$ cat src/source/core_isa_pkg.sv
// RV64 ISA encodings shared by the core blocks and the testbench.
package core_isa_pkg;

  localparam int XLEN       = 64;
  localparam int REG_ADDR_W = 5;
  localparam int CSR_ADDR_W = 12;

  typedef logic [31:0]           inst_t;
  typedef logic [XLEN-1:0]       xlen_t;
  typedef logic [REG_ADDR_W-1:0] reg_idx_t;

  // --------------------------------------------------------------------------
  // Major opcodes.
  // --------------------------------------------------------------------------
  localparam logic [6:0] OPC_OP_IMM = 7'b0010011;
  localparam logic [6:0] OPC_OP     = 7'b0110011;
  localparam logic [6:0] OPC_LUI    = 7'b0110111;
  localparam logic [6:0] OPC_LOAD   = 7'b0000011;
  localparam logic [6:0] OPC_STORE  = 7'b0100011;
  localparam logic [6:0] OPC_BRANCH = 7'b1100011;
  localparam logic [6:0] OPC_JAL    = 7'b1101111;
  localparam logic [6:0] OPC_SYSTEM = 7'b1110011;

  // Funct fields of the supported subset.
  localparam logic [2:0] F3_ADD   = 3'b000;
  localparam logic [2:0] F3_SLT   = 3'b010;
  localparam logic [2:0] F3_XOR   = 3'b100;
  localparam logic [2:0] F3_OR    = 3'b110;
  localparam logic [2:0] F3_AND   = 3'b111;
  localparam logic [2:0] F3_DWORD = 3'b011;
  localparam logic [2:0] F3_BEQ   = 3'b000;
  localparam logic [2:0] F3_BNE   = 3'b001;
  localparam logic [2:0] F3_CSRRS = 3'b010;
  localparam logic [6:0] F7_BASE  = 7'b0000000;
  localparam logic [6:0] F7_SUB   = 7'b0100000;

  localparam inst_t INST_EBREAK = 32'h0010_0073;

  localparam logic [CSR_ADDR_W-1:0] CSR_MCYCLE   = 12'hb00;
  localparam logic [CSR_ADDR_W-1:0] CSR_MINSTRET = 12'hb02;

  typedef enum logic [2:0] {
    ALU_ADD, ALU_SUB, ALU_AND, ALU_OR, ALU_XOR, ALU_SLT, ALU_PASS_B
  } alu_op_e;

endpackage

$ cat src/source/core_counters.sv
// Machine cycle and retired-instruction counters read through CSRRS.
`timescale 1ns/1ns

module core_counters (
  input  logic                                i_clk,
  input  logic                                i_rst,
  input  logic                                i_retire,
  input  logic [core_isa_pkg::CSR_ADDR_W-1:0] i_csr_addr,
  output core_isa_pkg::xlen_t                 o_csr_rdata,
  output logic                                o_csr_valid
);

  core_isa_pkg::xlen_t mcycle;
  core_isa_pkg::xlen_t minstret;

  always_ff @(posedge i_clk) begin
    if (i_rst) begin
      mcycle   <= '0;
      minstret <= '0;
    end else begin
      mcycle <= mcycle + 1'b1;
      if (i_retire) begin
        minstret <= minstret + 1'b1;
      end
    end
  end

  // A read in WB sees minstret before its own retirement is counted.
  always_comb begin
    o_csr_rdata = '0;
    o_csr_valid = 1'b1;
    case (i_csr_addr)
      core_isa_pkg::CSR_MCYCLE:   o_csr_rdata = mcycle;
      core_isa_pkg::CSR_MINSTRET: o_csr_rdata = minstret;
      default:                    o_csr_valid = 1'b0;
    endcase
  end

endmodule

$ cat config.mk
export PLATFORM = sky130hd
export DESIGN_NAME = core_counters
export DESIGN_NICKNAME = d
export VERILOG_FILES = /design/src/source/core_isa_pkg.sv /design/src/source/core_counters.sv
export SDC_FILE = /design/constraint.sdc
export NUM_CORES = 1
export LEC_CHECK = 0
export BUFFER_PORTS_ARGS = -buffer_cell sky130_fd_sc_hd__buf_4
export CAP_MARGIN = 20
export CORE_AREA = 2 2 122 124
export DETAILED_ROUTE_END_ITERATION = 7
export DIE_AREA = 0 0 124 126
export GPL_ROUTABILITY_DRIVEN = 1
export PLACE_DENSITY = 0.68
export SYNTH_ARGS = -nofsm -noshare
export SYNTH_HDL_FRONTEND = slang
export SYNTH_SLANG_ARGS = --single-unit
$ cat constraint.sdc
create_clock -name i_clk -period 3.1 [get_ports i_clk]
set_input_delay 0.31 -clock i_clk [delete_from_list [all_inputs] [get_ports i_clk]]
set_output_delay 0.31 -clock i_clk [all_outputs]
set_load 0.02 [all_outputs]
* Yosys cells after proc, flatten, opt, wreduce, memory -nomap -nowiden *
Index checks and enable logic that the tools add are counted.

operators by class
  add/sub/neg operators = 2
  equal/unequal tests = 2
  mux-type cells = 2
  reductions and logical operators = 1

operator list
  kind                                                              count
  64-bit by 1-bit adder with 64-bit output (second input constant)  2
  64-bit one-hot mux with 2 select lines                            1
  12-bit == test (second input constant)                            2
  2-bit OR reduction                                                1
  1-bit two-way mux                                                 1

word-level totals
  bits in registers = 128
  word-level logic and storage cells = 9

* Logic depth before layout (Yosys ltp) *
  word-level depth = 3
  mapped depth = 7
  gate-level depth less buffers = 6

* Worst setup path before layout *
No wires, ideal clock.

  kind = input-to-output
  start point = input port i_csr_addr[0] in the netlist's numbering
  end point = output port o_csr_rdata[14]
  arrival = 2011 ps
  data required time = 2790 ps
  path slack = 779 ps
  cell stages on the path = 6
  buffers on the path = 2
  cell sequence = nor4_1 -> nand4_1 -> or4b_2 -> clkbuf_1 -> buf_1 -> nor2_1

between the ends
  longest elaborated chain between the ends = 2

ends and longest elaborated chain
  what                                        RTL line             source
  from (decl)                                 core_counters.sv:8   input logic [core_isa_pkg::CSR_ADDR_W-1:0] i_csr_addr,
  12-bit == test                              core_counters.sv:32  case (i_csr_addr)
  64-bit one-hot mux with 2 select lines (*)  core_counters.sv:32
  to (decl)                                   core_counters.sv:9   output core_isa_pkg::xlen_t o_csr_rdata,

Every way passes the cells marked *; elsewhere a longest branch is shown, timed or not.

* Worst setup path in the final report *
  start point = register mcycle[0]
  end point = register mcycle[60]

between the ends
  longest elaborated chain between the ends = 1

ends and longest elaborated chain
  what                                      RTL line             source
  from (decl)                               core_counters.sv:13  core_isa_pkg::xlen_t mcycle;
  from (signal assigned)                    core_counters.sv:21  mcycle <= mcycle + 1'b1;
  64-bit by 1-bit adder with 64-bit output  core_counters.sv:21

No other way between the ends.
A chain may end at the register's enable or synchronous reset.

==> metrics.cfg <==
[drt]
post_drt_via_cell_ratio = 5.87
firstDrtPassIters = 7
drc_errors = 0
routed_wl_um = 20200
drt_iter0_drc = 718
wire_per_inst_um = 17.5
vias = 6791
ant_nets = 0

[logic_synthesis]
syn-num-nets = 898
synth-edff-count = 0
synth_top_area_share_pct = 36.5
synth-async-reset-ratio_pct = 0
ys_seq_elements = 128
yosys-top-cells-count = nor2_1 (157), dfxtp_1 (128), mux2i_1 (65), nand4_1 (60), a21oi_1 (55)
syn_area_um2 = 7020
yosys.cell_count.top_type = nor2_1
ys_seq_area_share_pct = 36.5
synth_area_per_cell_um2 = 7.96
synthFlopType = dfxtp_1
synth_area_leaders = dfxtp_1 (37%), mux2i_1 (9.3%), nor2_1 (8.4%), xor2_1 (5.5%), nand4_1 (5.3%)
synth.largest_area_cell = dfxtp_1
synth.distinct_cells = 47
ys_warn_count = 0
syn_inst = 881

[setup_path]
worst_ep_required_time_ps = 3450
path_max_fanout = 8
arrival_ps = 2910
end_kind = register
cp-start-kind = register
worst-setup-path-type = register to register

[clock_tree]
cts_tree = yes
clk_latency_ps = 420
htreeDepth = 4
cts_buffer_depth = 2
clock-root-buffer = clkbuf_16
cts_setup_buffers = 0
hold_buffers = 0
clkTransAtPathRegs_ps = 60
cts_sinks = 128
cts_buffers = 17
cts_resized = 0

[global_route]
antenna_found_initial = 0
grt_max_degree = 66
gr-max-usage-layer = met2
grt_pass1_wl_um = 32000
track_usage_pct = 26.4
grt_pass1_vias = 6108
met2_usage_pct = 43.2
grtUsageMet1_pct = 34.5
grt_use_met3_pct = 3.85
grt-ovfl-total = 0

[placed_design]
place_hpwl_um = 14700
port_buffers = 79
gp_congestion = 0.899
place_area_um2 = 7820

[sta]
rsz0062_at_grt = no
post-route-min-period_ps = 2560
finClkSkew_ps = 7.63
hold_viol = 0
fmax_mhz = 390
drv_slew = 0
setup_viol = 0
fin_crit_sh_pct = 82.7
whs_ps = 222
tightestPinTransition_ps = 761
slew-limit-headroom_pct = 48.8
setup_tns_ps = 0

[finish]
drive_above_1_share_pct = 15.2
multiInputGateArea_um2 = 4220
layout.nets = 977
diodes = 0
fill_cells = 1346
syn2layout_area_growth_pct = 20.2
regArea_um2 = 2560
fin_area_um2 = 8440

[die]
die_x_um = 124
num_io_pins = 80
initial_core_util_pct = 49.0
dieArea_um2 = 15600
row_count = 44
core_um2 = 14300
die-height_um = 126

[pwr]
pwr_density_cell_nw_per_um2 = 457
ir_drop_mv = 0.343
leakage_uw = 0.00290
total_power_uw = 3850

[run_status]
status = complete, no violations

[run]
max_cap_viol_count = 0

[worst_hold_path]
hp-class = input port to register

## worst max-delay path: stages, from the launching register on
cell,delay (ps)
dfxtp_1,390
ha_1,340
nand3_1,210
nor4_1,570
nand4_1,420
or3_1,420
a21oi_1,140
## state kept, by name (all words and copies together), names as in the netlist
name / flops
mcycle: 64
minstret: 64
## cell type report
class	instances	share of cell area (%)
clock inverters	11	1.60
well taps	184	2.73
repair buffers	95	8.60
clock buffers	21	5.70
flip-flops and latches	128	30.4
inverters	23	1.02
multi-input cells	695	50.0
## placed cells by master (no fill, tap or decap), types with 2 or more instances in the layout
master      count
nand2_1        42
nand3_1        52
or2_2           3
or3_4           2
o21ba_2         2
dfxtp_1       128
inv_1          23
clkbuf_16      17
o21a_1          2
mux2_2          2
or4_1           8
nor3_1         18
and4_1          7
mux2i_1        65
o31ai_1         8
clkbuf_8        4
nand4b_1        3
buf_4          94
nor2_1        157
bufinv_16       3
and3_1          9
a21o_1          2
xor2_1         44
nand4_1        60
nor4_1         18
a21oi_1        55
and2_1          5
nor4bb_1        2
xnor2_1        20
nand3b_1        2
o21ai_0        44
clkinvlp_4      2
ha_1            2
nor2b_1         6
clkinv_2        6
or3_1          41
nor4_2          3
## power breakdown
part / internal, µW / switching [µW] / leakage [µW]
registers: 1650 / 10.3 / 0.00103
clock network: 1340 / 743 / 0.000304
logic: 42.8 / 63.8 / 0.00156
## cell families after synthesis
logic type	after synthesis	synth area share (%)
DFF	128	36.5
muxes	67	9.59
adders and majority gates	2	0.357
xor gates and xnor gates	64	7.99
and+or+nand+nor	447	33.3
buffers and inverters	58	3.41
AOI/OAI and AO/OA	115	8.88
## path summary, 6_finish.rpt
kind         startpoint          end  slack [ps]  depth (start not counted)
min            i_retire  minstret[0]         220                          3
min reg2reg   mcycle[0]    mcycle[0]         480                          1
max reg2reg   mcycle[0]   mcycle[60]         540                          6
max           mcycle[0]   mcycle[60]         540                          6
## per-layer routing
layer / vias to the layer above / wire length (µm)
met2: 250 / 9570
met4: 0 / 608
met5: - / 0
met1: 3160 / 8890
met3: 45 / 1150
li1: 3336 / -
## through the flow
step / util (%) / std cells / setup WS, ps
2_1_floorplan: - / 881 / 779
6_report: 58.9 / 1157 / 537
4_1_cts: 58.9 / 1157 / 635
5_1_grt: 58.9 / 1157 / 382
3_3_place_gp: 54.6 / 1125 / 691
3_5_place_dp: 54.6 / 1125 / 646
Power figures use the tool's default switching activity.
