### src/source/core_isa_pkg.sv
// RV64 ISA encodings shared by the core blocks and the testbench.
package core_isa_pkg;

  localparam int XLEN       = 64;
  localparam int REG_ADDR_W = 5;
  localparam int CSR_ADDR_W = 12;

  typedef logic [31:0]           inst_t;
  typedef logic [XLEN-1:0]       xlen_t;
  typedef logic [REG_ADDR_W-1:0] reg_idx_t;

  // --------------------------------------------------------------------------
  // Major opcodes.
  // --------------------------------------------------------------------------
  localparam logic [6:0] OPC_OP_IMM = 7'b0010011;
  localparam logic [6:0] OPC_OP     = 7'b0110011;
  localparam logic [6:0] OPC_LUI    = 7'b0110111;
  localparam logic [6:0] OPC_LOAD   = 7'b0000011;
  localparam logic [6:0] OPC_STORE  = 7'b0100011;
  localparam logic [6:0] OPC_BRANCH = 7'b1100011;
  localparam logic [6:0] OPC_JAL    = 7'b1101111;
  localparam logic [6:0] OPC_SYSTEM = 7'b1110011;

  // Funct fields of the supported subset.
  localparam logic [2:0] F3_ADD   = 3'b000;
  localparam logic [2:0] F3_SLT   = 3'b010;
  localparam logic [2:0] F3_XOR   = 3'b100;
  localparam logic [2:0] F3_OR    = 3'b110;
  localparam logic [2:0] F3_AND   = 3'b111;
  localparam logic [2:0] F3_DWORD = 3'b011;
  localparam logic [2:0] F3_BEQ   = 3'b000;
  localparam logic [2:0] F3_BNE   = 3'b001;
  localparam logic [2:0] F3_CSRRS = 3'b010;
  localparam logic [6:0] F7_BASE  = 7'b0000000;
  localparam logic [6:0] F7_SUB   = 7'b0100000;

  localparam inst_t INST_EBREAK = 32'h0010_0073;

  localparam logic [CSR_ADDR_W-1:0] CSR_MCYCLE   = 12'hb00;
  localparam logic [CSR_ADDR_W-1:0] CSR_MINSTRET = 12'hb02;

  typedef enum logic [2:0] {
    ALU_ADD, ALU_SUB, ALU_AND, ALU_OR, ALU_XOR, ALU_SLT, ALU_PASS_B
  } alu_op_e;

endpackage

### src/source/core_uarch_pkg.sv
// Core micro-architecture codes for sequencer states, writeback sources and data memory size.
package core_uarch_pkg;

  // --------------------------------------------------------------------------
  // Sequencer states. HALT needs the third bit.
  // --------------------------------------------------------------------------
  typedef enum logic [2:0] {
    ST_FETCH = 3'd0,
    ST_EXEC  = 3'd1,
    ST_MEM   = 3'd2,
    ST_WB    = 3'd3,
    ST_HALT  = 3'd4
  } state_e;

  // Source of the register writeback value.
  typedef enum logic [1:0] {
    WB_ALU = 2'd0,
    WB_MEM = 2'd1,
    WB_PC4 = 2'd2,
    WB_CSR = 2'd3
  } wb_sel_e;

  // Data memory depth in doublewords.
  localparam int DMEM_WORDS = 256;
  localparam int DMEM_AW    = 8;

endpackage

### src/source/core_control_fsm.sv
// Instruction sequencer holding the PC, instruction register and halt state.
`timescale 1ns/1ns

module core_control_fsm (
  input  logic                  i_clk,
  input  logic                  i_rst,
  input  core_isa_pkg::inst_t   i_inst,
  input  core_isa_pkg::xlen_t   i_next_pc,
  input  logic                  i_is_load,
  input  logic                  i_is_store,
  input  logic                  i_reg_write,
  input  logic                  i_halt_req,
  input  logic                  i_illegal,
  output core_isa_pkg::xlen_t   o_pc,
  output core_isa_pkg::inst_t   o_inst,
  output logic                  o_reg_wen,
  output logic                  o_mem_wen,
  output logic                  o_retire,
  output logic                  o_halt,
  output logic                  o_illegal
);

  core_uarch_pkg::state_e state;

  always_ff @(posedge i_clk) begin
    if (i_rst) begin
      state     <= core_uarch_pkg::ST_FETCH;
      o_pc      <= '0;
      o_illegal <= 1'b0;
    end else begin
      case (state)
        core_uarch_pkg::ST_FETCH: state <= core_uarch_pkg::ST_EXEC;
        core_uarch_pkg::ST_EXEC:
          state <= i_is_load ? core_uarch_pkg::ST_MEM : core_uarch_pkg::ST_WB;
        core_uarch_pkg::ST_MEM:   state <= core_uarch_pkg::ST_WB;
        core_uarch_pkg::ST_WB: begin
          o_pc <= i_next_pc;
          if (i_halt_req || i_illegal) begin
            state     <= core_uarch_pkg::ST_HALT;
            o_illegal <= i_illegal;
          end else begin
            state <= core_uarch_pkg::ST_FETCH;
          end
        end
        default: state <= core_uarch_pkg::ST_HALT;
      endcase
    end
  end

  // Instruction register loads at the edge that ends FETCH.
  always_ff @(posedge i_clk) begin
    if (state == core_uarch_pkg::ST_FETCH) begin
      o_inst <= i_inst;
    end
  end

  // Write enables are gated here so the data blocks never look at the state.
  assign o_mem_wen = (state == core_uarch_pkg::ST_EXEC) && i_is_store;
  assign o_reg_wen = (state == core_uarch_pkg::ST_WB) && i_reg_write;
  assign o_retire  = (state == core_uarch_pkg::ST_WB);
  assign o_halt    = (state == core_uarch_pkg::ST_HALT);

endmodule

### config.mk
export PLATFORM = sky130hd
export DESIGN_NAME = core_control_fsm
export DESIGN_NICKNAME = d
export VERILOG_FILES = /design/src/source/core_isa_pkg.sv /design/src/source/core_uarch_pkg.sv /design/src/source/core_control_fsm.sv
export SDC_FILE = /design/constraint.sdc
export NUM_CORES = 1
export LEC_CHECK = 0
export ABC_AREA = 1
export BUFFER_PORTS_ARGS = -buffer_cell sky130_fd_sc_hd__buf_2
export CORE_UTILIZATION = 40
export CTS_CLUSTER_DIAMETER = 40
export DETAILED_ROUTE_END_ITERATION = 7
export GPL_TIMING_DRIVEN = 0
export PLACE_DENSITY = 0.84
export SYNTH_ARGS = -nofsm -noshare
export SYNTH_HDL_FRONTEND = slang
export SYNTH_SLANG_ARGS = --single-unit
### constraint.sdc
create_clock -name i_clk -period 4.17 [get_ports i_clk]
set_clock_uncertainty 0.05 [all_clocks]
set_input_delay 0.834 -clock i_clk [delete_from_list [all_inputs] [get_ports i_clk]]
set_output_delay 0.834 -clock i_clk [all_outputs]
set_load 0.05 [all_outputs]
### Word-level counts from Yosys, hierarchy flattened

Cells that the tools add are included.

| storage, ports and cells | value |
|---|---|
| register bits | 100 |
| bits of input ports | 103 |
| output and inout port bits | 101 |
| logic and storage cells | 16 |

| cells by class | value |
|---|---|
| eq/ne operators | 4 |
| multiplexer cells | 3 |
| reductions and logical operators | 5 |

Operator list:

| cell | count |
|---|---|
| 3-bit case mux with 4 select lines | 1 |
| 3-bit by 2-bit equality test with 1-bit output (second input constant) | 2 |
| 3-bit by 1-bit equality test with 1-bit output (second input constant) | 1 |
| 3-bit equality test (second input constant) | 1 |
| 3-bit zero test | 1 |
| 3-bit two-way mux | 1 |
| 1-bit logical AND | 2 |
| 2-bit AND reduction | 1 |
| 1-bit logical OR | 1 |
| 1-bit two-way mux | 1 |

### Logic depth before layout (Yosys ltp)

Gate-level depths: netlist (run 1).

| logic depth | value |
|---|---|
| depth in word-level cells | 3 |
| mapped depth | 7 |
| mapped depth without buffers | 6 |

### Worst setup path after synthesis (run 1)

OpenSTA, ideal clock, no wires.

| path | value |
|---|---|
| path type | in2out |
| from | input i_is_store |
| to | output o_mem_wen |
| data arrival time | 1,980 ps |
| data required time | 3,286 ps |
| path slack | 1,306 ps |
| stages on the path | 1 |
| buffers on the path | 0 |
| cell sequence | nor3b_1 |

| between the ends | value |
|---|---|
| word-level cells in the longest chain between the ends | 1 |

Ends and longest elaborated chain:

| element | line | text |
|---|---|---|
| start, declared | core_control_fsm.sv:10 | `input logic i_is_store,` |
| 1-bit logical AND | core_control_fsm.sv:58 | `assign o_mem_wen = (state == core_uarch_pkg::ST_EXEC) && i_is_store;` |
| end, declared | core_control_fsm.sv:17 | `output logic o_mem_wen,` |

No other way between the ends.

### Worst setup path in the final report (run 1)

| path | value |
|---|---|
| from | register state[0] |
| to | output o_reg_wen |

| between the ends | value |
|---|---|
| word-level cells in the longest chain between the ends | 2 |

Ends and longest elaborated chain:

| element | line | text |
|---|---|---|
| start, declared | core_control_fsm.sv:23 | `core_uarch_pkg::state_e state;` |
| start signal, assigned | core_control_fsm.sv:27 | `state <= core_uarch_pkg::ST_FETCH;` |
| start signal, assigned | core_control_fsm.sv:32 | `core_uarch_pkg::ST_FETCH: state <= core_uarch_pkg::ST_EXEC;` |
| start signal, assigned | core_control_fsm.sv:34 | `state <= i_is_load ? core_uarch_pkg::ST_MEM : core_uarch_pkg::ST_WB;` |
| 3-bit by 2-bit equality test with 1-bit output | core_control_fsm.sv:59 | `assign o_reg_wen = (state == core_uarch_pkg::ST_WB) && i_reg_write;` |
| 1-bit logical AND | core_control_fsm.sv:59 |  |
| end, declared | core_control_fsm.sv:16 | `output logic o_reg_wen,` |

No other way between the ends.

==> impl_metrics.py, run 1 <==
metrics = {
    "status": {
        "outcome": "complete, no violations",
    },
    "placed_design": {
        "gp_congestion": 0.812,
        "numPortBuffers": 203,
        "hpwl_mm": 6.71,
        "placed_cell_area_um2": 4550,
    },
    "setup_path": {
        "startpoint": "state[0]$_SDFF_PP0_",
        "cp_common_cell": "buf_6",
        "cp_num_cells": 7,
        "crit_arrival_ns": 1.74,
        "cp-start-kind": "flop",
        "r2r_slack_ns": 2.46,
        "crit_type": "flop to output port",
        "crit_slowest_cell": "dfxtp_1",
        "slowest_delay_ns": 0.39,
        "cp_top_family": "buffers and inverters",
        "crit_required_ns": 3.29,
        "r2r_start": "state[0]$_SDFF_PP0_",
        "rr_endpoint": "o_inst[3]$_DFFE_PP_",
        "cp.buffers_inverters": 4,
        "path_cells": "nand2_2, nor2_4, inv_2, buf_6, buf_6, nor2_1, buf_2",
        "r2r_cells": 4,
        "crit_end": "o_reg_wen",
        "cp-end-kind": "output port",
        "worstPathMaxFanout": 10,
    },
    "floorplan": {
        "die_x_um": 94.1,
        "die_h_um": 94.1,
        "num_rows": 33,
        "die_area_um2": 8850,
        "core_area_um2": 8220,
        "initial_core_util_pct": 41.3,
        "pin_count": 204,
    },
    "cts": {
        "cts_tree": "built",
        "ctsHtreeMaxLevel": 3,
        "post-cts-setup-buffers": 0,
        "clk_latency_ns": 0.35,
        "numCtsBuffers": 9,
        "cts_num_sinks": 100,
        "cts.path.max_buffers": 2,
        "clk_pin_slew_ns": 0.10,
        "cts_root_buf": "clkbuf_8",
        "cts_resized": 0,
        "cts_hold_buffers": 0,
    },
    "sta": {
        "slew_headroom_pct": 57.1,
        "report.final.setup_viol": 0,
        "max_freq_mhz": 381,
        "timing.final.crit_share_pct": 62.9,
        "tightest_slew_ns": 0.643,
        "grt_setup_unrepaired": "false",
        "fin_tns_setup_ns": 0,
        "finalHoldViolCount": 0,
        "finalCriticalPeriod_ns": 2.62,
        "final_max_slew_viol_count": 0,
    },
    "routing": {
        "vias": 3092,
        "wl_per_cell_um": 13.4,
        "firstDrtPassIters": 4,
        "drt_iter0_drc": 69,
        "routed_via_density": 4.65,
        "ant_nets": 0,
        "drcViolationCount": 0,
        "drt-total-wl_mm": 8.89,
    },
    "worst_hold_path": {
        "hp-class": "flop to flop",
    },
    "layout": {
        "drive_above_1_share_pct": 42.0,
        "nets": 657,
        "postLayoutCellArea_um2": 4740,
        "areaGrowthSynthToFinish_pct": 39.9,
        "final_cell_mix": "buf_2 (204), nor2_1 (132), dfxtp_1 (68), o21ai_0 (54), edfxtp_1 (32)",
        "final_common_cell": "buf_2",
    },
    "power": {
        "total_power_mw": 2.35,
        "p_leak_nw": 2.44,
        "ir_drop_mv": 0.201,
        "pwr_density_cell_nw_per_um2": 495,
    },
    "synth": {
        "syn_area_um2": 3390,
        "synth_warnings": 0,
        "seq_area_frac_synth_pct": 68.5,
        "ys_ff_latch": 100,
        "synth.net_count": 442,
        "synthCells": 339,
        "ys_types": 19,
        "synth.avg_cell_area_um2": 10.0,
    },
    "global_route": {
        "gr-usage-all-layers_pct": 19.7,
        "grt_pass1_wl_mm": 13.3,
        "grt_pass1_vias": 2919,
        "overflow": 0,
        "grt_max_degree": 22,
        "antenna_found_initial": 1,
    },
    "job": {
        "drv_cap": 0,
    },
}
## how the worst min path moves through the flow
| stage | endpoint | depth (start not counted) | slack, ns | startpoint |
|---|---|---|---|---|
| after global placement | o_illegal$_SDFFE_PP0P_ | 2 | 0.41 | o_illegal$_SDFFE_PP0P_ |
| final | o_illegal$_SDFFE_PP0P_ | 2 | 0.42 | o_illegal$_SDFFE_PP0P_ |
| after floorplan | state[0]$_SDFF_PP0_ | 1 | 0.41 | state[0]$_SDFF_PP0_ |
| after global routing | o_illegal$_SDFFE_PP0P_ | 2 | 0.43 | o_illegal$_SDFFE_PP0P_ |
| after CTS | o_illegal$_SDFFE_PP0P_ | 2 | 0.42 | o_illegal$_SDFFE_PP0P_ |
| after detailed placement | o_illegal$_SDFFE_PP0P_ | 2 | 0.41 | o_illegal$_SDFFE_PP0P_ |
## through the flow
step	hold slack, ns	setup slack (ns)	utilization, %	std cells
2_1_floorplan	0.408	1.31	-	339
3_3_place_gp	0.406	1.42	55.2	647
3_5_place_dp	0.406	1.92	55.4	648
4_1_cts	0.422	1.51	57.7	664
5_1_grt	0.432	1.42	57.7	665
6_report	0.423	1.55	57.7	665
## power by group
part           internal, mW  switching, mW
Sequential             1.11         0.0364
Clock                 0.228          0.351
Combinational         0.144          0.474
Total                  1.48          0.862
## sequential cells by signal (all words and copies together) (netlist names)
name,cells
state,3
o_inst,32
o_pc,64
o_illegal,1
## per-layer routing
layer / routed length [µm] / GRT usage [%]
met1: 3450 / 20.1
met2: 4400 / 35.2
met4: 209 / 9.62
met5: 0 / 0
met3: 826 / 7.20
## final cells by class
type	count	area, µm²
clock buffer	9	124
antenna	1	2.50
timing repair buffer	204	1030
inverter	8	30.0
buffer	21	148
multi-input combinational	210	892
tap	105	131
clock inverter	7	60.1
fill	715	3480
sequential	100	2320
## logic make-up (layout without fill, tap and decap cells)
| kind of cell | Yosys count | after routing | synth area share, % |
|---|---|---|---|
| other | 0 | 1 | 0 |
| buffers and inverters | 29 | 249 | 5.24 |
| DFF | 100 | 100 | 68.5 |
| and+or+nand+nor | 144 | 144 | 16.4 |
| AOI/OAI and AO/OA | 66 | 66 | 9.86 |
## cell usage after synthesis
master	count	area share, %
a21oi_2	1	0.26
buf_1	1	0.11
o21ai_0	54	8.0
inv_2	1	0.11
inv_1	7	0.78
nor2_1	133	15
o21ai_1	10	1.5
edfxtp_1	32	28
nand3_1	1	0.15
nor2_4	1	0.33
nand2_1	7	0.78
clkbuf_1	9	1.0
buf_6	8	2.7
nand2_2	1	0.18
buf_2	1	0.15
dfxtp_1	68	40
buf_4	2	0.44
nor3b_1	1	0.22
a21oi_1	1	0.15
## worst register-to-register path, cell delays in order (launching register included)
cell and delay (ns):
dfxtp_1 0.35, nor2_1 0.15, inv_1 0.08, nor2_2 0.50, buf_8 0.27
Note: power is estimated with default switching activity, not from simulation.
==> inputs of run 2 (changes only) <==
- CORE_UTILIZATION: 40 -> 39
- PLACE_DENSITY: 0.84 -> 0.85
- clock period: 4.17 -> 2.2 ns (I/O delays scaled with it)
==> impl_metrics.py, run 2 (synthesis gave the netlist of run 1 again) <==
metrics = {
    "status": {
        "outcome": "complete, no violations",
    },
    "routing": {
        "ant_nets": 0,
        "firstDrtPassIters": 4,
        "drt-total-wl_mm": 8.75,
        "vias": 3053,
        "wl_per_cell_um": 13.2,
        "drcViolationCount": 0,
        "routed_via_density": 4.59,
        "drt_iter0_drc": 95,
    },
    "floorplan": {
        "initial_core_util_pct": 40.8,
        "core_area_um2": 8300,
        "die_h_um": 95.2,
        "num_rows": 33,
        "pin_count": 204,
        "die_x_um": 95.2,
        "die_area_um2": 9070,
    },
    "setup_path": {
        "path_cells": "nand2_2, nor2_4, inv_2, buf_6, buf_6, nor2_2, buf_6",
        "startpoint": "state[0]$_SDFF_PP0_",
        "worstPathMaxFanout": 10,
        "crit_required_ns": 1.71,
        "cp-end-kind": "output port",
        "crit_type": "flop to output port",
        "crit_slowest_cell": "dfxtp_2",
        "slowest_delay_ns": 0.36,
        "crit_arrival_ns": 1.58,
        "cp_common_cell": "buf_6",
        "cp-start-kind": "flop",
        "r2r_start": "state[0]$_SDFF_PP0_",
    },
    "cts": {
        "numCtsBuffers": 9,
        "clk_pin_slew_ns": 0.10,
        "cts_tree": "built",
        "cts_root_buf": "clkbuf_8",
        "clk_latency_ns": 0.35,
        "cts_num_sinks": 100,
        "cts.path.max_buffers": 2,
        "ctsHtreeMaxLevel": 3,
    },
    "layout": {
        "largest_reg_flops": 64,
        "drive_above_1_share_pct": 42.9,
        "antenna_cells": 0,
        "postLayoutCellArea_um2": 4760,
        "final_cell_mix": "buf_2 (203), nor2_1 (131), dfxtp_1 (66), o21ai_0 (54), edfxtp_1 (32)",
        "areaGrowthSynthToFinish_pct": 40.5,
        "final_common_cell": "buf_2",
        "regMostFlops": "o_pc",
        "nets": 658,
        "stdcell_count": 665,
        "fin_util_pct": 57.4,
        "top_regs": "o_pc x64, o_inst x32, state x3",
    },
    "job": {
        "drv_cap": 0,
    },
    "sta": {
        "finalHoldViolCount": 0,
        "slew_headroom_pct": 44.7,
        "final_max_slew_viol_count": 0,
        "report.final.setup_viol": 0,
        "grt_setup_unrepaired": "false",
        "fin_tns_setup_ns": 0,
        "tightest_slew_ns": 0.827,
        "finalCriticalPeriod_ns": 2.07,
        "max_freq_mhz": 484,
        "timing.final.crit_share_pct": 93.9,
    },
    "power": {
        "ir_drop_mv": 0.347,
        "pwr_density_cell_nw_per_um2": 939,
        "p_leak_nw": 2.44,
        "total_power_mw": 4.47,
    },
    "global_route": {
        "gr-usage-all-layers_pct": 18.8,
        "overflow": 0,
        "grt_max_degree": 33,
        "grt_pass1_wl_mm": 13.1,
        "grt_pass1_vias": 2944,
        "antenna_found_initial": 0,
    },
    "placed_design": {
        "gp_congestion": 0.794,
        "numPortBuffers": 203,
        "placed_cells": 647,
        "hpwl_mm": 6.56,
        "placed_cell_area_um2": 4540,
    },
    "worst_hold_path": {
        "hp-start": "i_rst",
        "hp-class": "input port to flop",
    },
}
-- run 2: what timing repair did --
action / in CTS / in global routing
setup endpoints to repair: 1 / 1
buffers inserted: 2 / 0
hold buffers: 0 / 0
gates resized for setup: 3 / 2
pin swaps: 1 / 1
-- run 2: final timing paths --
kind                                                to  slack (ns)  depth (start not counted)
worst max-delay path                         o_reg_wen        0.13                          7
worst min register to register     state[0]$_SDFF_PP0_        0.41                          1
worst max register to register    o_inst[28]$_DFFE_PP_        0.56                          3
worst min-delay path            o_illegal$_SDFFE_PP0P_        0.19                          2
-- run 2: layout make-up --
class / count / area [µm²]
fill: 732 / 3540
sequential: 100 / 2320
timing repair buffer: 205 / 1040
multi-input combinational: 210 / 900
buffer: 21 / 148
clock buffer: 10 / 138
tap: 105 / 131
clock inverter: 6 / 55.1
inverter: 8 / 30.0
-- run 2: routing by layer --
| metal | track usage [%] | part of all wire (%) |
|---|---|---|
| met2 | 33.5 | 49 |
| met3 | 4.63 | 9.2 |
| met5 | 0 | 0 |
| met4 | 7.32 | 1.8 |
| met1 | 21.5 | 40 |
-- run 2: through the flow --
stage,setup WS [ns],hold WS [ns]
after CTS,0.00878,0.167
after global placement,0.136,0.404
after detailed placement,0.0830,0.411
after floorplan,0.0744,0.408
after global routing,0.0174,0.177
final,0.135,0.194
-- run 2: worst max-delay path, delay by kind of cell, from the launching register on --
family / cells / cell delay, ns
and+or+nand+nor: 3 / 0.33
DFF: 1 / 0.36
buffers and inverters: 4 / 0.52
-- run 2: power breakdown --
group / internal [mW] / switching, mW
Sequential: 2.11 / 0.0697
Clock: 0.464 / 0.667
Combinational: 0.268 / 0.894
