## src/source/core_isa_pkg.sv

```systemverilog
// RV64 ISA encodings shared by the core blocks and the testbench.
package core_isa_pkg;

  localparam int XLEN       = 64;
  localparam int REG_ADDR_W = 5;
  localparam int CSR_ADDR_W = 12;

  typedef logic [31:0]           inst_t;
  typedef logic [XLEN-1:0]       xlen_t;
  typedef logic [REG_ADDR_W-1:0] reg_idx_t;

  // --------------------------------------------------------------------------
  // Major opcodes.
  // --------------------------------------------------------------------------
  localparam logic [6:0] OPC_OP_IMM = 7'b0010011;
  localparam logic [6:0] OPC_OP     = 7'b0110011;
  localparam logic [6:0] OPC_LUI    = 7'b0110111;
  localparam logic [6:0] OPC_LOAD   = 7'b0000011;
  localparam logic [6:0] OPC_STORE  = 7'b0100011;
  localparam logic [6:0] OPC_BRANCH = 7'b1100011;
  localparam logic [6:0] OPC_JAL    = 7'b1101111;
  localparam logic [6:0] OPC_SYSTEM = 7'b1110011;

  // Funct fields of the supported subset.
  localparam logic [2:0] F3_ADD   = 3'b000;
  localparam logic [2:0] F3_SLT   = 3'b010;
  localparam logic [2:0] F3_XOR   = 3'b100;
  localparam logic [2:0] F3_OR    = 3'b110;
  localparam logic [2:0] F3_AND   = 3'b111;
  localparam logic [2:0] F3_DWORD = 3'b011;
  localparam logic [2:0] F3_BEQ   = 3'b000;
  localparam logic [2:0] F3_BNE   = 3'b001;
  localparam logic [2:0] F3_CSRRS = 3'b010;
  localparam logic [6:0] F7_BASE  = 7'b0000000;
  localparam logic [6:0] F7_SUB   = 7'b0100000;

  localparam inst_t INST_EBREAK = 32'h0010_0073;

  localparam logic [CSR_ADDR_W-1:0] CSR_MCYCLE   = 12'hb00;
  localparam logic [CSR_ADDR_W-1:0] CSR_MINSTRET = 12'hb02;

  typedef enum logic [2:0] {
    ALU_ADD, ALU_SUB, ALU_AND, ALU_OR, ALU_XOR, ALU_SLT, ALU_PASS_B
  } alu_op_e;

endpackage

```

## src/source/core_uarch_pkg.sv

```systemverilog
// Core micro-architecture codes for sequencer states, writeback sources and data memory size.
package core_uarch_pkg;

  // --------------------------------------------------------------------------
  // Sequencer states. HALT needs the third bit.
  // --------------------------------------------------------------------------
  typedef enum logic [2:0] {
    ST_FETCH = 3'd0,
    ST_EXEC  = 3'd1,
    ST_MEM   = 3'd2,
    ST_WB    = 3'd3,
    ST_HALT  = 3'd4
  } state_e;

  // Source of the register writeback value.
  typedef enum logic [1:0] {
    WB_ALU = 2'd0,
    WB_MEM = 2'd1,
    WB_PC4 = 2'd2,
    WB_CSR = 2'd3
  } wb_sel_e;

  // Data memory depth in doublewords.
  localparam int DMEM_WORDS = 256;
  localparam int DMEM_AW    = 8;

endpackage

```

## src/source/core_decode.sv

```systemverilog
// Instruction decoder for the supported RV64 subset.
`timescale 1ns/1ns

module core_decode (
  input  core_isa_pkg::inst_t                 i_inst,
  input  logic                                i_csr_valid,
  output core_isa_pkg::reg_idx_t              o_ra,
  output core_isa_pkg::reg_idx_t              o_rb,
  output core_isa_pkg::reg_idx_t              o_rd,
  output core_isa_pkg::xlen_t                 o_imm,
  output core_isa_pkg::alu_op_e               o_alu_op,
  output logic                                o_alu_b_imm,
  output logic                                o_is_branch,
  output logic                                o_branch_ne,
  output logic                                o_is_jal,
  output logic                                o_is_load,
  output logic                                o_is_store,
  output logic                                o_reg_write,
  output logic                                o_halt_req,
  output logic                                o_illegal,
  output core_uarch_pkg::wb_sel_e             o_wb_sel,
  output logic [core_isa_pkg::CSR_ADDR_W-1:0] o_csr_addr
);

  logic [6:0] opcode;
  logic [2:0] funct3;
  logic [6:0] funct7;
  core_isa_pkg::xlen_t imm_i, imm_s, imm_b, imm_u, imm_j;

  assign opcode     = i_inst[6:0];
  assign funct3     = i_inst[14:12];
  assign funct7     = i_inst[31:25];
  assign o_ra       = i_inst[19:15];
  assign o_rb       = i_inst[24:20];
  assign o_rd       = i_inst[11:7];
  assign o_csr_addr = i_inst[31:20];

  // Sign-extended immediates.
  assign imm_i = {{52{i_inst[31]}}, i_inst[31:20]};
  assign imm_s = {{52{i_inst[31]}}, i_inst[31:25], i_inst[11:7]};
  assign imm_b = {{52{i_inst[31]}}, i_inst[7], i_inst[30:25], i_inst[11:8], 1'b0};
  assign imm_u = {{32{i_inst[31]}}, i_inst[31:12], 12'b0};
  assign imm_j = {{44{i_inst[31]}}, i_inst[19:12], i_inst[20], i_inst[30:21], 1'b0};

  always_comb begin
    o_imm       = imm_i;
    o_alu_op    = core_isa_pkg::ALU_ADD;
    o_alu_b_imm = 1'b1;
    o_is_branch = 1'b0;
    o_branch_ne = 1'b0;
    o_is_jal    = 1'b0;
    o_is_load   = 1'b0;
    o_is_store  = 1'b0;
    o_reg_write = 1'b0;
    o_halt_req  = 1'b0;
    o_illegal   = 1'b0;
    o_wb_sel    = core_uarch_pkg::WB_ALU;
    case (opcode)
      core_isa_pkg::OPC_OP_IMM: begin
        o_reg_write = 1'b1;
        o_illegal   = (funct3 != core_isa_pkg::F3_ADD);
      end
      core_isa_pkg::OPC_OP: begin
        o_alu_b_imm = 1'b0;
        o_reg_write = 1'b1;
        case (funct3)
          core_isa_pkg::F3_ADD:
            o_alu_op = (funct7 == core_isa_pkg::F7_SUB) ? core_isa_pkg::ALU_SUB
                                                        : core_isa_pkg::ALU_ADD;
          core_isa_pkg::F3_SLT: o_alu_op = core_isa_pkg::ALU_SLT;
          core_isa_pkg::F3_XOR: o_alu_op = core_isa_pkg::ALU_XOR;
          core_isa_pkg::F3_OR:  o_alu_op = core_isa_pkg::ALU_OR;
          core_isa_pkg::F3_AND: o_alu_op = core_isa_pkg::ALU_AND;
          default:              o_illegal = 1'b1;
        endcase
        // Only ADD may carry the SUB funct7.
        if (funct7 != core_isa_pkg::F7_BASE &&
            !(funct7 == core_isa_pkg::F7_SUB && funct3 == core_isa_pkg::F3_ADD)) begin
          o_illegal = 1'b1;
        end
      end
      core_isa_pkg::OPC_LUI: begin
        o_imm       = imm_u;
        o_alu_op    = core_isa_pkg::ALU_PASS_B;
        o_reg_write = 1'b1;
      end
      core_isa_pkg::OPC_LOAD: begin
        o_is_load   = 1'b1;
        o_reg_write = 1'b1;
        o_wb_sel    = core_uarch_pkg::WB_MEM;
        o_illegal   = (funct3 != core_isa_pkg::F3_DWORD);
      end
      core_isa_pkg::OPC_STORE: begin
        o_imm      = imm_s;
        o_is_store = (funct3 == core_isa_pkg::F3_DWORD);
        o_illegal  = (funct3 != core_isa_pkg::F3_DWORD);
      end
      core_isa_pkg::OPC_BRANCH: begin
        o_imm       = imm_b;
        o_is_branch = 1'b1;
        o_branch_ne = (funct3 == core_isa_pkg::F3_BNE);
        o_illegal   = (funct3 != core_isa_pkg::F3_BEQ) && (funct3 != core_isa_pkg::F3_BNE);
      end
      core_isa_pkg::OPC_JAL: begin
        o_imm       = imm_j;
        o_is_jal    = 1'b1;
        o_reg_write = 1'b1;
        o_wb_sel    = core_uarch_pkg::WB_PC4;
      end
      core_isa_pkg::OPC_SYSTEM: begin
        if (i_inst == core_isa_pkg::INST_EBREAK) begin
          o_halt_req = 1'b1;
        end else if (funct3 == core_isa_pkg::F3_CSRRS && i_csr_valid) begin
          o_reg_write = 1'b1;
          o_wb_sel    = core_uarch_pkg::WB_CSR;
        end else begin
          o_illegal = 1'b1;
        end
      end
      default: o_illegal = 1'b1;
    endcase
    if (o_illegal) begin
      o_reg_write = 1'b0;
      o_is_store  = 1'b0;
      o_is_load   = 1'b0;
    end
  end

endmodule

```

## config.mk

```make
export PLATFORM = sky130hd
export DESIGN_NAME = core_decode
export DESIGN_NICKNAME = d
export VERILOG_FILES = /design/src/source/core_isa_pkg.sv /design/src/source/core_uarch_pkg.sv /design/src/source/core_decode.sv
export SDC_FILE = /design/constraint.sdc
export NUM_CORES = 1
export LEC_CHECK = 0
export ABC_AREA = 1
export BUFFER_PORTS_ARGS = -buffer_cell sky130_fd_sc_hd__buf_2
export CAP_MARGIN = 20
export CORE_UTILIZATION = 39
export DETAILED_ROUTE_END_ITERATION = 7
export PLACE_DENSITY = 0.91
export SLEW_MARGIN = 20
export SYNTH_ARGS = -nofsm -noshare
export SYNTH_HDL_FRONTEND = slang
export SYNTH_SLANG_ARGS = --single-unit
```

## constraint.sdc

```tcl
create_clock -name vclk -period 3.8
set_input_delay 0.95 -clock vclk [all_inputs]
set_output_delay 0.95 -clock vclk [all_outputs]
set_load 0.01 [all_outputs]
```

-- After elaboration in Yosys (flattened, before gate mapping)
Cells that the tools add are included.
W data, S select, Z words.
- flip-flop bits (word level): 0
- bits in latches: 0
- memory bits (writable): 0
- memory bits (read-only): 0
- input bits: 33
- output and inout port bits: 105
- logic and storage cells: 56
- memories kept: 0
- add/sub/neg operators: 0
- $mul: 0
- div/mod/pow operators: 0
- magnitude comparators: 0
- eq/ne operators: 18
- shift operators: 0
- multiplexer cells: 26
- bitwise logic cells: 0
- reduce and logical (&&, ||, !) cells: 12
- operator list (cell ; number):
    $pmux W31 S4 ; 1
    $eq A32 B21 Y1 const B ; 1
    $eq A7 B6 Y1 const B ; 4
    $eq A7 B7 Y1 const B ; 3
    $mux W1 ; 18
    $pmux W3 S5 ; 1
    $reduce_or A5 Y1 ; 2
    $eq A3 B3 Y1 const B ; 3
    $eq A7 B2 Y1 const B ; 1
    $eq A7 B5 Y1 const B ; 1
    $reduce_bool A7 Y1 ; 1
    $eq A3 B2 Y1 const B ; 2
    $pmux W1 S6 ; 1
    $pmux W2 S3 ; 1
    $pmux W3 S2 ; 1
    $logic_and A1 B1 Y1 ; 4
    $mux W2 ; 2
    $reduce_or A2 Y1 ; 2
    $eq A3 B1 Y1 const B ; 1
    $logic_not A3 Y1 ; 1
    $ne A3 B1 Y1 const B ; 1
    $ne A3 B2 Y1 const B ; 1
    $reduce_bool A3 Y1 ; 1
    $pmux W1 S2 ; 1
    $logic_not A1 Y1 ; 1

-- Logic depth before layout (Yosys ltp)
Gate-level depths: netlist of the first run.
- depth after elaboration: 7
- gate-level depth with buffers: 10
- gate-level depth less buffers: 9

-- Least setup slack after synthesis of the first run
OpenSTA, ideal clock, no wires.
- path type: in2out
- start: input port i_inst[12]
- end: output port o_reg_write
- data arrival time: 1.944 ns
- required time: 2.850 ns
- path slack: 0.906 ns
- stages on the path: 7
- path buffers: 0
- path through: inv_1 -> nand2_1 -> nor3b_1 -> nand3_1 -> nand2_1 -> nor2_1 -> nor3_1
- word-level cells in the longest chain between the ends: 7
- elaborated cells on any way between the ends: 24
- classes of those cells: eq/ne: 7; mux: 9; reduce/logical: 8
- RTL lines (element ; line ; source):
    start, declared ; core_decode.sv:5 ; input core_isa_pkg::inst_t i_inst,
    branches (longest 6 deep; another with $pmux W1 S6) ; - ;
    $mux W1 (*) ; core_decode.sv:122 ; if (o_illegal) begin
    end, declared ; core_decode.sv:18 ; output logic o_reg_write,
Mark *: on every way between the ends.

-- Final worst setup path of the first run
- start: input port i_inst[5]
- end: output port o_is_load
- word-level cells in the longest chain between the ends: 4
- elaborated cells on any way between the ends: 15
- classes of those cells: eq/ne: 9; mux: 4; reduce/logical: 2
- RTL lines (element ; line ; source):
    $eq A32 B21 Y1, or another cell as far along ; core_decode.sv:111 ; if (i_inst == core_isa_pkg::INST_EBREAK) begin
    $mux W1 / $reduce_or A2 Y1 (equally long branches) ; - ;
    $pmux W1 S6 ; core_decode.sv:58 ; case (opcode)
    $mux W1 (*) ; core_decode.sv:122 ;
    end, declared ; core_decode.sv:16 ; output logic o_is_load,
Mark *: on every way between the ends. The rest lies on a longest branch, timed or not.

==> metrics.csv, run 1 <==
metric;value;unit
status;finished clean;
core area;0.00305;mm2
DR iter-0 viols;57;
Power Dens Cells;102;mW/mm2
die height;58.9;um
IO Pins;138;
wire per inst;10.5;um
Die X;58.9;um
Routability Congestion;0.932;
RSZ-0062 raised after global routing;no;
Synth cell types;20;
post-route ant nets;0;
yosys warns;0;
Placed Area;0.00155;mm2
DRT Pass-1 Iters;4;
commonest non-fill, non-tap cell in the layout;buf_2;
diode count;0;
Die ar.;0.00347;mm2
relative slew slack;71.1;%
Hold Path End;o_rd[2];
layout cells sized above 1;48.2;%
initial antenna violation count;0;
std cell rows;20;
slowest stage delay, CP;0.26;ns
Crit. End Element;primary output;
Synthesized Nets;268;
# setup viols final;0;
commonest non-fill, non-tap cells in the layout;buf_2 (138), nand2_1 (45), inv_1 (39), nor2_1 (32), o2111ai_1 (12);
Hold Vio Cnt, Final;0;
Initial Utilization;41.4;%
slew at the pin closest to its max-slew limit;0.432;ns
hold path cells;2;
setup_tns;0;ns
footprint of the multi-input gates;634;um2
Via density;4.64;
Post-DP HPWL;3.26;mm
CP Max Fanout;15;
hold buffer count at CTS;0;
# DRC;0;
max-cap violations;0;
cell count after synthesis;235;
Port Buf Inserts;138;
CP Class;in2out;
CP required;2.85;ns
peak supply drop;0.0000594;V
Final period util;88.4;%
first-pass GRT wire length;5.72;mm
Lkg Pwr;1.03;nW
num sequential;0;
via count;1647;
Critical Path, Cell by Cell;buf_2 > nand2_2 > nor2_2 > nand3_2 > nand2_2 > nor2_2 > nand2_1 > nand3_2 > nor3_1 > buf_2;
clkbuf count;0;
Inst Count DP;355;
Critical Path Start;i_inst[5];
CTS resizes;0;
Synth Area per Inst;5.37;um2
final net count;346;
GR Overflow Total;0;
CP arrival;2.41;ns
Routed WL;3.74;mm
vias in the first global route;1286;
Post-Syn Area;0.00126;mm2
Post-CTS Setup Bufs;0;
Max Fclk;298;MHz
Final Max Tran Viols;0;
Layout Area Growth over Synthesis;22.7;%
Design Area, Final;0.00155;mm2
total track usage;20.7;%
crit path launch type;input port;
Reg area;0;um2
post-layout min period;3.36;ns
final std cells w/o fill;355;
hold_sp;i_inst[9];
CP max-delay cell;nand3_2;
filler cell count;350;
Hold Path Class;in2out;
largest net degree at the start of global routing;37;
sequential area share after synthesis;0;%
==> how the worst max path moves through the flow <==
stage                             end  slack (ns)
after CTS                   o_imm[11]        0.50
after detailed placement    o_imm[11]        0.51
after global routing        o_imm[11]        0.32
after floorplan           o_reg_write        0.91
final                       o_is_load        0.44
after global placement      o_imm[29]        0.59
==> routing by layer <==
metal / part of all wire [%] / track usage [%] / vias up
met5: 0 / 0 / -
met3: 6.7 / 0.659 / 2
met2: 49 / 40.3 / 86
li1: - / - / 833
met1: 43 / 25.9 / 726
met4: 0.56 / 1.36 / 0
==> cells by family after synthesis <==
logic type      count (synthesis)  share of synthesized area [%]
buf+inv                       104                           49.8
simple gates                  100                           34.0
compound gates                 31                           16.3
==> critical path, delay by kind of cell <==
kind	cells	cell delay, ns
buffers and inverters	2	0.32
and+or+nand+nor	8	1.14
==> where the power goes <==
group          switching (mW)  internal (mW)
registers                   0              0
logic                  0.0941         0.0638
clock network               0              0
==> synthesized netlist by cell type <==
master | count | area [um2]
o21ai_0 | 11 | 55.1
buf_6 | 1 | 11.3
nor2_2 | 3 | 18.8
nor3b_1 | 1 | 7.51
o22ai_1 | 4 | 25.0
buf_4 | 61 | 458
nand2_1 | 45 | 169
a21oi_1 | 3 | 15.0
nor3_1 | 5 | 25.0
buf_2 | 1 | 5.00
nand3b_1 | 1 | 7.51
o21ai_1 | 1 | 5.00
nor2_1 | 32 | 120
or2_1 | 1 | 6.26
nand3_2 | 2 | 20.0
clkbuf_1 | 2 | 7.51
nand2_2 | 4 | 25.0
inv_1 | 39 | 146
nand3_1 | 6 | 30.0
o2111ai_1 | 12 | 105
==> per-stage QoR <==
step	worst slack [ns]	hold slack, ns	util (%)	total power [mW]
after global placement	0.593	2.10	50.7	0.156
after global routing	0.323	2.11	50.7	0.175
after detailed placement	0.508	2.10	50.7	0.159
after CTS	0.501	2.10	50.7	0.159
after floorplan	0.906	1.98	-	0.119
final	0.442	2.10	50.7	0.158
==> final cells by class <==
type               instances  share of cell area, %
repair buffers           141                   46.0
well taps                 44                   3.55
multi-input cells        131                   41.0
inverters                 39                   9.45
Note: power is estimated with default switching activity, not from simulation.
==> run 2, diff against run 1 <==
--- a/config.mk
+++ b/config.mk
@@ -11,6 +11,7 @@
 export CORE_UTILIZATION = 39
 export DETAILED_ROUTE_END_ITERATION = 7
 export PLACE_DENSITY = 0.91
+export REMOVE_ABC_BUFFERS = 1
 export SLEW_MARGIN = 20
 export SYNTH_ARGS = -nofsm -noshare
 export SYNTH_HDL_FRONTEND = slang
==> run 2 against run 1 <==
Non-clock buffer count unchanged; hold slack got worse by 0.0020 ns; core utilization did not move; via count fell by 2.0%; final area unchanged; sequential share of layout area unchanged; global-route usage shrank 1.5 points; sequential cell count did not move; critical path type unchanged; largest cell class unchanged; highest routed layer unchanged.
==> metrics.csv, run 2 (synthesis gave the netlist of run 1 again) <==
metric;value;unit;change
status;finished clean;;
Critical Path, Cell by Cell;buf_2 > inv_1 > nand2_1 > nor2_1 > buf_4 > nand2_1 > nor2_1 > nand2_1 > nand2_1 > nand3_2 > or2_1 > buf_2;;
Die ar.;0.00347;mm2;unchanged
CTS resizes;0;;unchanged
crit path launch type;input port;;
Via density;4.55;;-2.0%
DRT Pass-1 Iters;4;;unchanged
Hold Vio Cnt, Final;0;;unchanged
final net count;346;;unchanged
combinational share of power;100.0;%;about the same
filler cell count;362;;+3.4%
slowest stage delay, CP;0.23;ns;-0.03 ns
Port Buf Inserts;138;;unchanged
final std cells w/o fill;355;;unchanged
total track usage;19.1;%;-1.5 points
CP arrival;2.34;ns;-0.07 ns
Die X;58.9;um;unchanged
Routed WL;3.73;mm;-0.29%
via count;1614;;-2.0%
commonest non-fill, non-tap cell in the layout;buf_2;;
Post-CTS Setup Bufs;0;;unchanged
critical path buffer and inverter count;4;;+2
Hold Path Class;in2out;;
first-pass GRT wire length;5.29;mm;-7.6%
CP Class;in2out;;
RSZ-0062 raised after global routing;no;;
largest net degree at the start of global routing;41;;+11%
slew at the pin closest to its max-slew limit;0.518;ns;+0.0868 ns
sw frac;59.7;%;+0.095 points
clock power share;0;%;unchanged
Final Max Tran Viols;0;;unchanged
CP max-delay cell;nor2_1;;
CP delay by family, top;simple AND/OR/NAND/NOR gates;;
# setup viols final;0;;unchanged
Crit. End Element;primary output;;
wire per inst;10.5;um;-0.29%
Post-DP HPWL;3.20;mm;-2.0%
setup_tns;0;ns;unchanged
Power Dens Cells;101;mW/mm2;-0.77%
layout cells sized above 1;48.2;%;unchanged
relative slew slack;65.4;%;-5.7 points
Hold WS;2.10;ns;-0.00201 ns
hold buffer count at CTS;0;;unchanged
footprint of the multi-input gates;634;um2;unchanged
worst slack, placed;0.515;ns;+0.00718 ns
diode count;0;;unchanged
Reg area;0;um2;unchanged
IO Pins;138;;unchanged
vias in the first global route;1256;;-2.3%
Max Fclk;304;MHz;+2.2%
CP required;2.85;ns;about the same
most frequent CP cell;nand2_1;;
Pint;0.0632;mW;-1.0%
core area;0.00305;mm2;unchanged
post-route ant nets;0;;unchanged
# DRC;0;;unchanged
cell count along the critical path;12;;+2
Critical Path Start;i_inst[2];;
Layout Area Growth over Synthesis;22.7;%;unchanged
CP Max Fanout;7;;-8
Lkg Pwr;1.03;nW;about the same
P_sw;0.0935;mW;-0.61%
die height;58.9;um;unchanged
commonest non-fill, non-tap cells in the layout;buf_2 (138), nand2_1 (45), inv_1 (39), nor2_1 (32), o2111ai_1 (12);;
Final period util;86.5;%;-1.9 points
num sequential;0;;unchanged
final worst slack;0.513;ns;+0.0710 ns
Flop pwr share;0;%;unchanged
max-cap violations;0;;unchanged
crit path to;o_illegal;;
post-layout min period;3.29;ns;-0.0710 ns
DR iter-0 viols;60;;+5.3%
Routability Congestion;0.863;;-7.5%
clkbuf count;0;;unchanged
initial antenna violation count;0;;unchanged
std cell rows;20;;unchanged
Inst Count DP;355;;unchanged
peak supply drop;0.0000655;V;+10%
Initial Utilization;41.4;%;unchanged
GR Overflow Total;0;;unchanged
run 2: worst min path at each step:
stage | startpoint | end | depth (start not counted)
2_1_floorplan | i_inst[20] | o_csr_addr[0] | 0
3_3_place_gp | i_inst[15] | o_ra[0] | 2
3_5_place_dp | i_inst[19] | o_ra[4] | 2
4_1_cts | i_inst[19] | o_ra[4] | 2
5_1_grt | i_inst[9] | o_rd[2] | 2
6_report | i_inst[19] | o_ra[4] | 2
run 2: metal layers:
metal  wire length [um]  global-route usage, %
met5                  0                      0
met4                 20                   1.36
met3                245                  0.659
met2               1890                   39.6
met1               1570                   22.1
run 2: stage by stage:
step	power [mW]	utilization (%)	area (um2)
2_1_floorplan	0.0523	-	781
3_3_place_gp	0.156	50.7	1550
3_5_place_dp	0.157	50.7	1550
4_1_cts	0.158	50.7	1550
5_1_grt	0.173	50.7	1550
6_report	0.157	50.7	1550
run 2: cell type report:
cell class	instances	area share [%]
well taps	44	3.55
multi-input cells	131	41.0
inverters	39	9.45
repair buffers	141	46.0
run 2: power groups by stage:
stage / registers (mW) / logic (mW) / clock network, mW
after floorplan: 0 / 0.0523 / 0
after global placement: 0 / 0.156 / 0
after detailed placement: 0 / 0.157 / 0
after CTS: 0 / 0.158 / 0
after global routing: 0 / 0.173 / 0
final: 0 / 0.157 / 0
==> run 3, diff against run 2 <==
--- a/config.mk
+++ b/config.mk
@@ -8,6 +8,7 @@
 export ABC_AREA = 1
 export BUFFER_PORTS_ARGS = -buffer_cell sky130_fd_sc_hd__buf_2
 export CAP_MARGIN = 20
+export CORE_MARGIN = 3
 export CORE_UTILIZATION = 39
 export DETAILED_ROUTE_END_ITERATION = 7
 export PLACE_DENSITY = 0.91
==> run 3 against run 2 <==
Hold slack improved by 0.0025 ns; critical path depth did not move; power rose by 1.2%; combinational power barely moved; final area rose by 0.48%; sequential cell count did not move.
==> metrics.csv, run 3 (synthesis gave the netlist of run 1 again) <==
metric;value;unit;change
status;finished clean;;
Critical Path Start;i_inst[2];;
RSZ-0062 raised after global routing;no;;
commonest non-fill, non-tap cells in the layout;buf_2 (138), nand2_1 (45), inv_1 (39), nor2_1 (32), o2111ai_1 (12);;
Crit. End Element;primary output;;
CP Max Fanout;11;;+4
IO Pins;138;;unchanged
Via density;4.58;;+0.65%
CP Class;in2out;;
Lkg Pwr;1.04;nW;+0.46%
Inst Count DP;356;;+0.28%
Final period util;84.6;%;-1.9 points
Flop pwr share;0;%;unchanged
largest net degree at the start of global routing;36;;-12%
Post-CTS Setup Bufs;0;;unchanged
P_sw;0.0946;mW;+1.2%
Hold WS;2.10;ns;+0.00252 ns
CP required;2.85;ns;about the same
Pint;0.0639;mW;+1.2%
GR Overflow Total;0;;unchanged
Critical Path, Cell by Cell;buf_2 > inv_1 > nand2_1 > nor2_1 > buf_4 > inv_1 > nor2_1 > nor2_2 > nand2_1 > nand3_2 > or2_1 > buf_2;;
via count;1629;;+0.93%
final std cells w/o fill;356;;+0.28%
relative slew slack;70.7;%;+5.3 points
filler cell count;350;;-3.3%
Hold Path Class;in2out;;
Final Max Tran Viols;0;;unchanged
Design Area, Final;0.00156;mm2;+0.48%
Die X;62.9;um;+6.8%
setup_tns;0;ns;unchanged
post-layout util;50.6;%;-0.17 points
Reg area;0;um2;unchanged
peak supply drop;0.0000515;V;-21%
Port Buf Inserts;138;;unchanged
slowest stage delay, CP;0.21;ns;-0.02 ns
std cell rows;20;;unchanged
layout cells sized above 1;48.4;%;+0.17 points
max-cap violations;0;;unchanged
total track usage;19.2;%;+0.034 points
vias in the first global route;1535;;+22%
crit path launch type;input port;;
# setup viols final;0;;unchanged
Max Fclk;311;MHz;+2.2%
num sequential;0;;unchanged
Placed Area;0.00156;mm2;+0.48%
# DRC;0;;unchanged
hold_sp;i_inst[19];;
slew at the pin closest to its max-slew limit;0.438;ns;-0.0809 ns
wire per inst;11.1;um;+5.6%
die height;62.9;um;+6.8%
Power Dens Cells;102;mW/mm2;+0.74%
hold buffer count at CTS;0;;unchanged
sw frac;59.7;%;about the same
Post-DP HPWL;3.52;mm;+10%
crit path to;o_illegal;;
post-route ant nets;0;;unchanged
clkbuf count;0;;unchanged
CP max-delay cell;or2_1;;
DRT Pass-1 Iters;4;;unchanged
CTS resizes;0;;unchanged
Die ar.;0.00396;mm2;+14%
Hold Vio Cnt, Final;0;;unchanged
Routability Congestion;0.973;;+13%
first-pass GRT wire length;6.67;mm;+26%
diode count;0;;unchanged
combinational share of power;100.0;%;about the same
final net count;347;;+0.29%
post-layout min period;3.22;ns;-0.0717 ns
commonest non-fill, non-tap cell in the layout;buf_2;;
DR iter-0 viols;51;;-15%
clock power share;0;%;unchanged
Initial Utilization;41.0;%;-0.34 points
CP arrival;2.27;ns;-0.07 ns
Routed WL;3.95;mm;+5.9%
Layout Area Growth over Synthesis;23.3;%;
core area;0.00308;mm2;+0.82%
initial antenna violation count;0;;unchanged
## run 3: cell count changes in the layout (fill, tap and decap cells not counted)
| cell | previous run | this run |
|---|---|---|
| buf_4 | 3 | 4 |
## run 3: worst max-delay path: cells and delay by family
kind,cells,cell delay [ns]
buffers and inverters,5,0.55
AND/OR/NAND/NOR,7,0.75
## run 3: per-layer routing
metal	part of all wire, %	global-route usage, %
met3	9.2	1.80
met4	0.38	2.20
met1	40	23.0
met5	0	0
met2	50	37.2
## run 3: stage by stage
stage | setup slack [ns] | total power [mW]
floorplan | 0.681 | 0.0523
global placement | 0.606 | 0.157
detailed placement | 0.591 | 0.160
CTS | 0.583 | 0.160
global route | 0.400 | 0.176
finish | 0.585 | 0.159
## run 3: power by group through the flow
stage	logic (mW)	registers, mW	clock network (mW)
2_1_floorplan	0.0523	0	0
3_3_place_gp	0.157	0	0
3_5_place_dp	0.160	0	0
4_1_cts	0.160	0	0
5_1_grt	0.176	0	0
6_report	0.159	0	0
## run 3: worst min-delay path by stage
stage                          to  slack, ns  depth (start not counted)
finish                    o_ra[4]       2.10                          2
global route              o_ra[0]       2.11                          2
CTS                       o_ra[4]       2.10                          2
detailed placement        o_ra[4]       2.10                          2
global placement          o_ra[4]       2.10                          2
floorplan           o_csr_addr[0]       1.90                          0
## run 3: area by class of cell
cell class | instances | area [um2] | area share (%)
multi-input cells | 131 | 634 | 40.8
well taps | 44 | 55.1 | 3.54
repair buffers | 142 | 721 | 46.3
inverters | 39 | 146 | 9.41
